$ cat src/hw/cache_store_pkg.sv
// storage types and line geometry shared by the cache lookup block and its controller
package cache_store_pkg;

	// ------------------------------------------------------------
	// line geometry
	// ------------------------------------------------------------

	// one processor word
	localparam int WORD_BITS      = 32;
	// words per cache line, so 128-bit lines
	localparam int WORDS_PER_LINE = 4;
	localparam int WORD_OFS_BITS  = $clog2(WORDS_PER_LINE);
	localparam int LINE_BITS      = WORD_BITS * WORDS_PER_LINE;
	// word address minus the word offset
	localparam int LINE_ADDR_BITS = 28;
	localparam int WORD_ADDR_BITS = LINE_ADDR_BITS + WORD_OFS_BITS;

	// ------------------------------------------------------------
	// storage types
	// ------------------------------------------------------------

	typedef logic [WORD_BITS-1:0]      word_t;
	typedef logic [LINE_ADDR_BITS-1:0] line_addr_t;

	// flat view goes to the memory bus
	// word view is indexed by the word offset
	typedef union packed {
		logic [LINE_BITS-1:0]           flat;
		word_t [WORDS_PER_LINE-1:0]     words;
	} line_data_u;

	// one way of one set
	// tag holds the whole line address, set bits included
	typedef struct packed {
		logic       valid;
		logic       dirty;
		line_addr_t tag;
		line_data_u data;
	} way_entry_t;

	// controller states of the miss FSM
	typedef enum logic [1:0] {
		st_compare    = 2'b00,
		st_write_back = 2'b01,
		st_allocate   = 2'b10,
		st_idle       = 2'b11
	} ctrl_state_t;

endpackage
$ cat src/hw/cache_bus_pkg.sv
// request and response structs for the processor-side and memory-side cache ports
package cache_bus_pkg;

	import cache_store_pkg::*;

	// ------------------------------------------------------------
	// processor side, one word per access
	// ------------------------------------------------------------

	// read and write are never high together
	// held steady while stall is high
	typedef struct packed {
		logic                      read;
		logic                      write;
		logic [WORD_ADDR_BITS-1:0] addr;
		word_t                     wdata;
	} proc_req_t;

	// access completes in the first cycle with stall low
	typedef struct packed {
		logic  stall;
		word_t rdata;
	} proc_rsp_t;

	// ------------------------------------------------------------
	// memory side, one line per transaction
	// ------------------------------------------------------------

	// held until ready, dropped the cycle after
	typedef struct packed {
		logic       read;
		logic       write;
		line_addr_t addr;
		line_data_u wdata;
	} mem_req_t;

	// ready pulses for one cycle
	// rdata only valid with ready
	typedef struct packed {
		logic       ready;
		line_data_u rdata;
	} mem_rsp_t;

endpackage

$ cat src/hw/dcache_top.sv
// top level of the two-way write-back data cache, joins controller and lookup storage
`timescale 1ns/10ps

module dcache_top
	import cache_store_pkg::*;
	import cache_bus_pkg::*;
#(
	parameter int SETS_LOG2 = 2
) (
	input  logic      clk,
	input  logic      proc_reset,
	input  proc_req_t proc_req,
	output proc_rsp_t proc_rsp,
	output mem_req_t  mem_req,
	input  mem_rsp_t  mem_rsp
);

	// lookup to controller
	logic       hit;
	logic       victim_dirty;
	way_entry_t victim;
	// controller to lookup
	logic       fill_en;
	logic       clean_en;
	// processor response parts
	logic       stall;
	word_t      rdata;

	assign proc_rsp = '{stall: stall, rdata: rdata};

	dcache_ctrl u_ctrl (
		.clk           (clk),
		.proc_reset    (proc_reset),
		.proc_req      (proc_req),
		.hit           (hit),
		.victim_dirty  (victim_dirty),
		.victim        (victim),
		.mem_rsp_ready (mem_rsp.ready),
		.mem_req       (mem_req),
		.stall         (stall),
		.fill_en       (fill_en),
		.clean_en      (clean_en)
	);

	dcache_lookup #(
		.SETS_LOG2 (SETS_LOG2)
	) u_lookup (
		.clk          (clk),
		.proc_reset   (proc_reset),
		.proc_req     (proc_req),
		.mem_rdata    (mem_rsp.rdata),
		.fill_en      (fill_en),
		.clean_en     (clean_en),
		.hit          (hit),
		.victim_dirty (victim_dirty),
		.victim       (victim),
		.rdata        (rdata)
	);

endmodule

$ cat src/hw/dcache_ctrl.sv
// miss-handling FSM of the data cache: compare, write-back and allocate with memory and stall
`timescale 1ns/10ps

module dcache_ctrl
	import cache_store_pkg::*;
	import cache_bus_pkg::*;
(
	input  logic       clk,
	input  logic       proc_reset,
	input  proc_req_t  proc_req,
	input  logic       hit,
	input  logic       victim_dirty,
	input  way_entry_t victim,
	input  logic       mem_rsp_ready,
	output mem_req_t   mem_req,
	output logic       stall,
	output logic       fill_en,
	output logic       clean_en
);

	ctrl_state_t state_q;
	ctrl_state_t state_d;
	logic        miss;

	// hit already includes the request, so no request means no miss
	assign miss = (proc_req.read | proc_req.write) & ~hit;

	// ------------------------------------------------------------
	// state register
	// ------------------------------------------------------------

	always_ff @(posedge clk) begin
		if (proc_reset) begin
			state_q <= st_idle;
		end else begin
			state_q <= state_d;
		end
	end

	// ------------------------------------------------------------
	// next state
	// ------------------------------------------------------------

	always_comb begin
		state_d = state_q;
		case (state_q)
			st_idle: begin
				state_d = st_compare;
			end
			st_compare: begin
				// dirty victim goes out before the new line comes in
				if (miss) begin
					state_d = victim_dirty ? st_write_back : st_allocate;
				end
			end
			st_write_back: begin
				if (mem_rsp_ready) begin
					state_d = st_allocate;
				end
			end
			st_allocate: begin
				// back to compare, the retry then hits
				if (mem_rsp_ready) begin
					state_d = st_compare;
				end
			end
			default: begin
				state_d = st_idle;
			end
		endcase
	end

	// ------------------------------------------------------------
	// memory request, stall and storage strobes
	// ------------------------------------------------------------

	always_comb begin
		mem_req = '0;
		case (state_q)
			st_write_back: begin
				// victim tag is the full line address
				mem_req.write = 1'b1;
				mem_req.addr  = victim.tag;
				mem_req.wdata = victim.data;
			end
			st_allocate: begin
				mem_req.read = 1'b1;
				mem_req.addr = proc_req.addr[WORD_ADDR_BITS-1:WORD_OFS_BITS];
			end
			default: begin
				mem_req = '0;
			end
		endcase
	end

	// idle only follows reset, all ways invalid, so it stalls like compare
	assign stall    = (state_q == st_write_back) || (state_q == st_allocate) || miss;
	// one-cycle strobes on the ready pulse
	assign clean_en = (state_q == st_write_back) && mem_rsp_ready;
	assign fill_en  = (state_q == st_allocate) && mem_rsp_ready;

	// ------------------------------------------------------------
	// checks
	// ------------------------------------------------------------

	a_rd_wr_excl: assert property (@(posedge clk) disable iff (proc_reset)
		!(mem_req.read && mem_req.write))
		else $error("memory read and write together");

	// back-pressure keeps the memory request steady
	a_req_hold: assert property (@(posedge clk) disable iff (proc_reset)
		((mem_req.read || mem_req.write) && !mem_rsp_ready) |=> $stable(mem_req))
		else $error("memory request changed before ready");

endmodule

$ cat src/hw/dcache_lookup.sv
// two-way tag/data/LRU storage of the data cache: hit detection, word access, fill and victim
`timescale 1ns/10ps

module dcache_lookup
	import cache_store_pkg::*;
	import cache_bus_pkg::*;
#(
	parameter int SETS_LOG2 = 2
) (
	input  logic       clk,
	input  logic       proc_reset,
	input  proc_req_t  proc_req,
	input  line_data_u mem_rdata,
	input  logic       fill_en,
	input  logic       clean_en,
	output logic       hit,
	output logic       victim_dirty,
	output way_entry_t victim,
	output word_t      rdata
);

	localparam int SETS = 1 << SETS_LOG2;

	// way_mem[0] and way_mem[1] are the two ways
	way_entry_t way_mem [2][SETS];
	// names the least recently used way of each set
	logic [SETS-1:0] lru_q;

	line_addr_t               line_addr;
	logic [SETS_LOG2-1:0]     set_idx;
	logic [WORD_OFS_BITS-1:0] word_sel;
	logic                     req;
	way_entry_t               entry [2];
	logic [1:0]               way_hit;
	logic                     hit_way;
	logic                     victim_way;

	// ------------------------------------------------------------
	// address split
	// ------------------------------------------------------------

	assign req       = proc_req.read | proc_req.write;
	assign line_addr = proc_req.addr[WORD_ADDR_BITS-1:WORD_OFS_BITS];
	// set field is the low end of the line address
	assign set_idx   = line_addr[SETS_LOG2-1:0];
	assign word_sel  = proc_req.addr[WORD_OFS_BITS-1:0];

	// ------------------------------------------------------------
	// tag compare, both ways in parallel
	// ------------------------------------------------------------

	always_comb begin
		for (int w = 0; w < 2; w++) begin
			entry[w]   = way_mem[w][set_idx];
			way_hit[w] = entry[w].valid && (entry[w].tag == line_addr);
		end
	end

	// at most one way hits, so way 1 alone picks the way
	assign hit_way = way_hit[1];
	assign hit     = req & (|way_hit);

	// word read through the word view
	// only meaningful when hit is high
	assign rdata = entry[hit_way].data.words[word_sel];

	// ------------------------------------------------------------
	// victim choice
	// ------------------------------------------------------------

	// empty way first, way 0 before way 1, then the LRU way
	always_comb begin
		if (!entry[0].valid) begin
			victim_way = 1'b0;
		end else if (!entry[1].valid) begin
			victim_way = 1'b1;
		end else begin
			victim_way = lru_q[set_idx];
		end
	end

	assign victim       = entry[victim_way];
	// stays put across write-back and allocate, the choice ignores dirty
	assign victim_dirty = victim.valid & victim.dirty;

	// ------------------------------------------------------------
	// storage update
	// ------------------------------------------------------------

	always_ff @(posedge clk) begin
		if (proc_reset) begin
			// every entry invalid, tags and data left as they are
			for (int w = 0; w < 2; w++) begin
				for (int s = 0; s < SETS; s++) begin
					way_mem[w][s].valid <= 1'b0;
					way_mem[w][s].dirty <= 1'b0;
				end
			end
			lru_q <= '0;
		end else begin
			// any hit makes the other way the LRU one
			if (hit) begin
				lru_q[set_idx] <= ~hit_way;
			end
			// write hit merges one word and marks the line dirty
			if (hit && proc_req.write) begin
				way_mem[hit_way][set_idx].data.words[word_sel] <= proc_req.wdata;
				way_mem[hit_way][set_idx].dirty                <= 1'b1;
			end
			// write-back accepted by memory
			if (clean_en) begin
				way_mem[victim_way][set_idx].dirty <= 1'b0;
			end
			// new line from memory into the victim way
			if (fill_en) begin
				way_mem[victim_way][set_idx] <= '{
					valid: 1'b1,
					dirty: 1'b0,
					tag:   line_addr,
					data:  mem_rdata
				};
				lru_q[set_idx] <= ~victim_way;
			end
		end
	end

	// ------------------------------------------------------------
	// checks
	// ------------------------------------------------------------

	// a line lives in one way only
	a_one_way_hits: assert property (@(posedge clk) disable iff (proc_reset)
		!(way_hit[0] && way_hit[1]))
		else $error("both ways hit in set %0d", set_idx);

	// controller only fills on a real miss
	a_fill_on_miss: assert property (@(posedge clk) disable iff (proc_reset)
		fill_en |-> (way_hit == 2'b00))
		else $error("fill while line already present");

endmodule

$ cat config.mk
export PLATFORM = sky130hd
export DESIGN_NAME = dcache_top
export DESIGN_NICKNAME = d
export VERILOG_FILES = /design/src/hw/cache_store_pkg.sv /design/src/hw/cache_bus_pkg.sv /design/src/hw/dcache_top.sv /design/src/hw/dcache_ctrl.sv /design/src/hw/dcache_lookup.sv
export SDC_FILE = /design/constraint.sdc
export NUM_CORES = 2
export LEC_CHECK = 0
export BUFFER_PORTS_ARGS = -buffer_cell sky130_fd_sc_hd__buf_4
export CORE_MARGIN = 2
export CORE_UTILIZATION = 50
export DETAILED_ROUTE_END_ITERATION = 8
export PLACE_DENSITY = 0.69
export SLEW_MARGIN = 10
export SYNTH_ARGS = -nofsm -noshare
export SYNTH_HDL_FRONTEND = slang
export SYNTH_SLANG_ARGS = --single-unit
$ cat constraint.sdc
create_clock -name clk -period 12.2 [get_ports clk]
set_clock_uncertainty 0.1 [all_clocks]
set_input_delay 1.22 -clock clk [delete_from_list [all_inputs] [get_ports clk]]
set_output_delay 1.22 -clock clk [all_outputs]
set_load 0.005 [all_outputs]
==> results.md <==
* Commonest register cell after synthesis: edfxtp_1
* Global-route wire length before repair at roughly 300000 um
* Count of unique library cells instantiated by Yosys at 60
* PortBufs at ~390
* Reg2reg start: u_lookup.way_mem[1][152]$_DFFE_PP_
* Area overhead of the layout relative to synthesis at 14.6%
* Count of flip-flops with a built-in enable after synthesis at around 1200
* Routed WL per cell at 31.6 um
* Post-Synthesis Cell Area at 0.0616 mm2
* Post-CTS Resized at 0
* Status: completed
* Launch point of the worst hold path: u_lookup.way_mem[0][473]$_DFF_P_
* Post-Synthesis Mean Instance Area at roughly 13 um2
* Number of nets at the end of the flow at a little over 5000
* Wire length on met2 at 95600 um
* Total I/O pin count at about 390
* Placed wire-length estimate at between 100000 and 150000 um
* Gate count after technology mapping at 4774
* Post-synthesis net count at between 4000 and 5000
* Detailed-routing wirelength on met1 at approximately 76000 um
* Global-route congestion overflow total at 0
* Number of buffers inserted to repair setup after CTS at 0
* Count of unresolved DRC violations after routing at 0
* Number of levels in the clock H-tree at 4
* Sequential fraction of the synthesis area at around 62%
* Overall track demand over capacity in global routing at 33.3%
* Highest metal used: met5
* Async set-or-reset flop fraction in the synthesized netlist at 0%
* Number of flip-flops and latches in the synthesized netlist at between 1000 and 1500
* Cell leakage power at ~23 nW
* First-pass DRT Iterations at 8
* Critical Setup Path Class: input pin to primary output
* Element type at the critical path end: primary output
* Antenna violations before repair at 38
* Share of layout cells above drive strength 1 at approximately 22%
* Met3 wire length at slightly below 30000 um
* Clock buffer count from CTS at ~140
* Final critical delay including setup and external delays at 7.58 ns
* Starting DRT DRC Count at 7191
* Number of rows in the core area at between 100 and 150
* Cell area after layout at about 0.07 mm2
* Cell with the most instances after synthesis: edfxtp_1
* Initial core utilization at between 50% and 60%
* Cell count of the worst reg-to-reg path at 9
* Setup-violating endpoint count in the final report at 0
* CP required at about 11 ns
* Fraction of synthesized cell area taken by the top area cell type at 60.8%
* Instance area at placement at 0.0661 mm2
* Final wirelength at roughly 210000 um
* Max VDD drop at 0.145 mV
* Number of slew-limit violations in the final report at 0
* Startpoint Class: input pin
* Yosys synthesis warning count at 0
* Final core utilization at around 58%
* Clock network latency to the later pin of the worst-skew pair at between 0.7 and 0.8 ns
* Number of global-route vias before repair at ~42000
* Setup TNS at 0 ns
* Final RePlAce weighted congestion at approximately 0.88
* Data arrival time of the critical path at 6.26 ns
* Number of buffers between clock root and the deepest sink at 3
* Achievable frequency at 132 MHz
* Clock transition at the registers of the reported paths at 0.06 ns
* Relative slew slack at 12.7%
* Cts-stage hold buffer count at 0
* Core Box Area at 0.122 mm2
* Fill cell count at approximately 9600
* Final antenna-violating net count at 0
* Pin slew with the least headroom to its limit at 1.30 ns
* WHS Path Cells at 2
* Number of clock sinks seen by CTS at around 1300
* Clock tree from TritonCTS: yes
* Die span in x at between 300 and 400 um
* Reported max-cap violation count at 0
* Final period utilization at between 60% and 70%
* Clock tree root driver cell: clkbuf_16
* Main area contributors after synthesis: edfxtp_1 (61%), mux4_2 (14%), o21ai_0 (8.7%), nand2_1 (5.3%), clkbuf_1 (2.1%)
* Number of failing hold endpoints at the final stage at 0
* Hold Crit Class: flip-flop to flip-flop
* Area of the die at around 0.13 mm2
* Detail-routed via count per cell at 6.68
* Worst setup path start: proc_req[34]
* Die height at approximately 350 um
* Leading area contributor after synthesis: edfxtp_1
* Maximum number of pins on one net before global-route repair at roughly 220
* Most common library cells after synthesis: edfxtp_1 (1248), o21ai_0 (1065), nand2_1 (865)
* Peak fanout along the critical path at 53
* Via count of the routed design at 44900
* Setup repair after global routing missed its margin: false
* PD cells at between 100 and 150 mW/mm2
[area by class of cell]
| type | instances | area [um2] | area share [%] |
|---|---|---|---|
| clock inverters | 79 | 817 | 1.16 |
| repair buffers | 466 | 3580 | 5.07 |
| well taps | 1625 | 2030 | 2.88 |
| diodes | 24 | 60.1 | 0.0851 |
| multi-input cells | 2938 | 22000 | 31.2 |
| inverters | 153 | 589 | 0.835 |
| flip-flops and latches | 1270 | 37900 | 53.7 |
| clock buffers | 165 | 3590 | 5.08 |
[layout by cell type, fill, tap and decap left out, drive strengths merged, types with 5 or more instances in the layout]
master,n
edfxtp,1248
o21ai,1066
nand2,865
buf,466
mux4,375
clkbuf,165
inv,153
nand4,138
a21boi,128
clkinv,62
nor2,48
nand3,45
xnor2,43
nor2b,37
mux2,33
a22oi,30
diode,24
dfxtp,22
mux2i,19
bufinv,15
a21oi,12
o22ai,12
a221oi,10
nor3,8
nor4,7
or2,5
nand2b,5
a2bb2oi,5
or3,5
[kinds of logic after synthesis]
family / Yosys count / synth area share, %
xor gates and xnor gates: 46 / 0.654
DFF: 1270 / 61.6
muxes: 427 / 14.6
AOI/OAI and AO/OA: 1282 / 11.3
and+or+nand+nor: 1180 / 8.23
buffers and inverters: 566 / 3.57
adders and majority gates: 3 / 0.0610
[routing by layer]
| layer | track usage [%] | up-vias |
|---|---|---|
| met1 | 45.3 | 22200 |
| met2 | 49.1 | 3495 |
| met5 | 0 | - |
| li1 | - | 18600 |
| met4 | 16.6 | 32 |
| met3 | 9.94 | 632 |
[critical path, stage by stage]
cell     delay [ns]
buf_8          0.39
buf_4          0.66
mux4_2         0.63
xnor2_1        0.19
nand2_1        0.11
nor4_2         0.28
or4b_1         0.54
or3_4          0.57
buf_4          0.52
mux4_2         0.58
mux2_2         0.28
buf_4          0.14
[power by group]
group | internal [W] | leakage [nW] | switching [W] | total, W
Clock | 0.00241 | 2.16 | 0.00174 | 0.00415
Sequential | 0.00475 | 11.5 | 0.00000360 | 0.00476
Combinational | 0.000232 | 9.35 | 0.000402 | 0.000634
[registers in the layout, summed over array words and instances (netlist names)]
signal,flops
u_ctrl.state_q,2
u_lookup.lru_q,4
u_lookup.way_mem,1264
[worst paths after layout]
check	endpoint	slack [ns]
worst max-delay path	proc_rsp[31]	4.62
worst min-delay path	u_lookup.way_mem[0][473]$_DFF_P_	0.36
worst max register to register	u_lookup.way_mem[1][231]$_DFFE_PP_	6.70
worst min register to register	u_lookup.way_mem[0][473]$_DFF_P_	0.36
[metrics by stage]
stage / hold WS (ns) / power [W] / std cells / setup slack [ns]
after global routing: 0.391 / 0.00974 / 6710 / 4.38
final: 0.360 / 0.00954 / 6720 / 4.62
after CTS: 0.357 / 0.00954 / 6696 / 4.63
after global placement: 0.344 / 0.00547 / 6452 / 4.64
after detailed placement: 0.346 / 0.00547 / 6452 / 4.54
after floorplan: 0.327 / 0.00517 / 4774 / 5.26
Power figures use the tool's default switching activity.
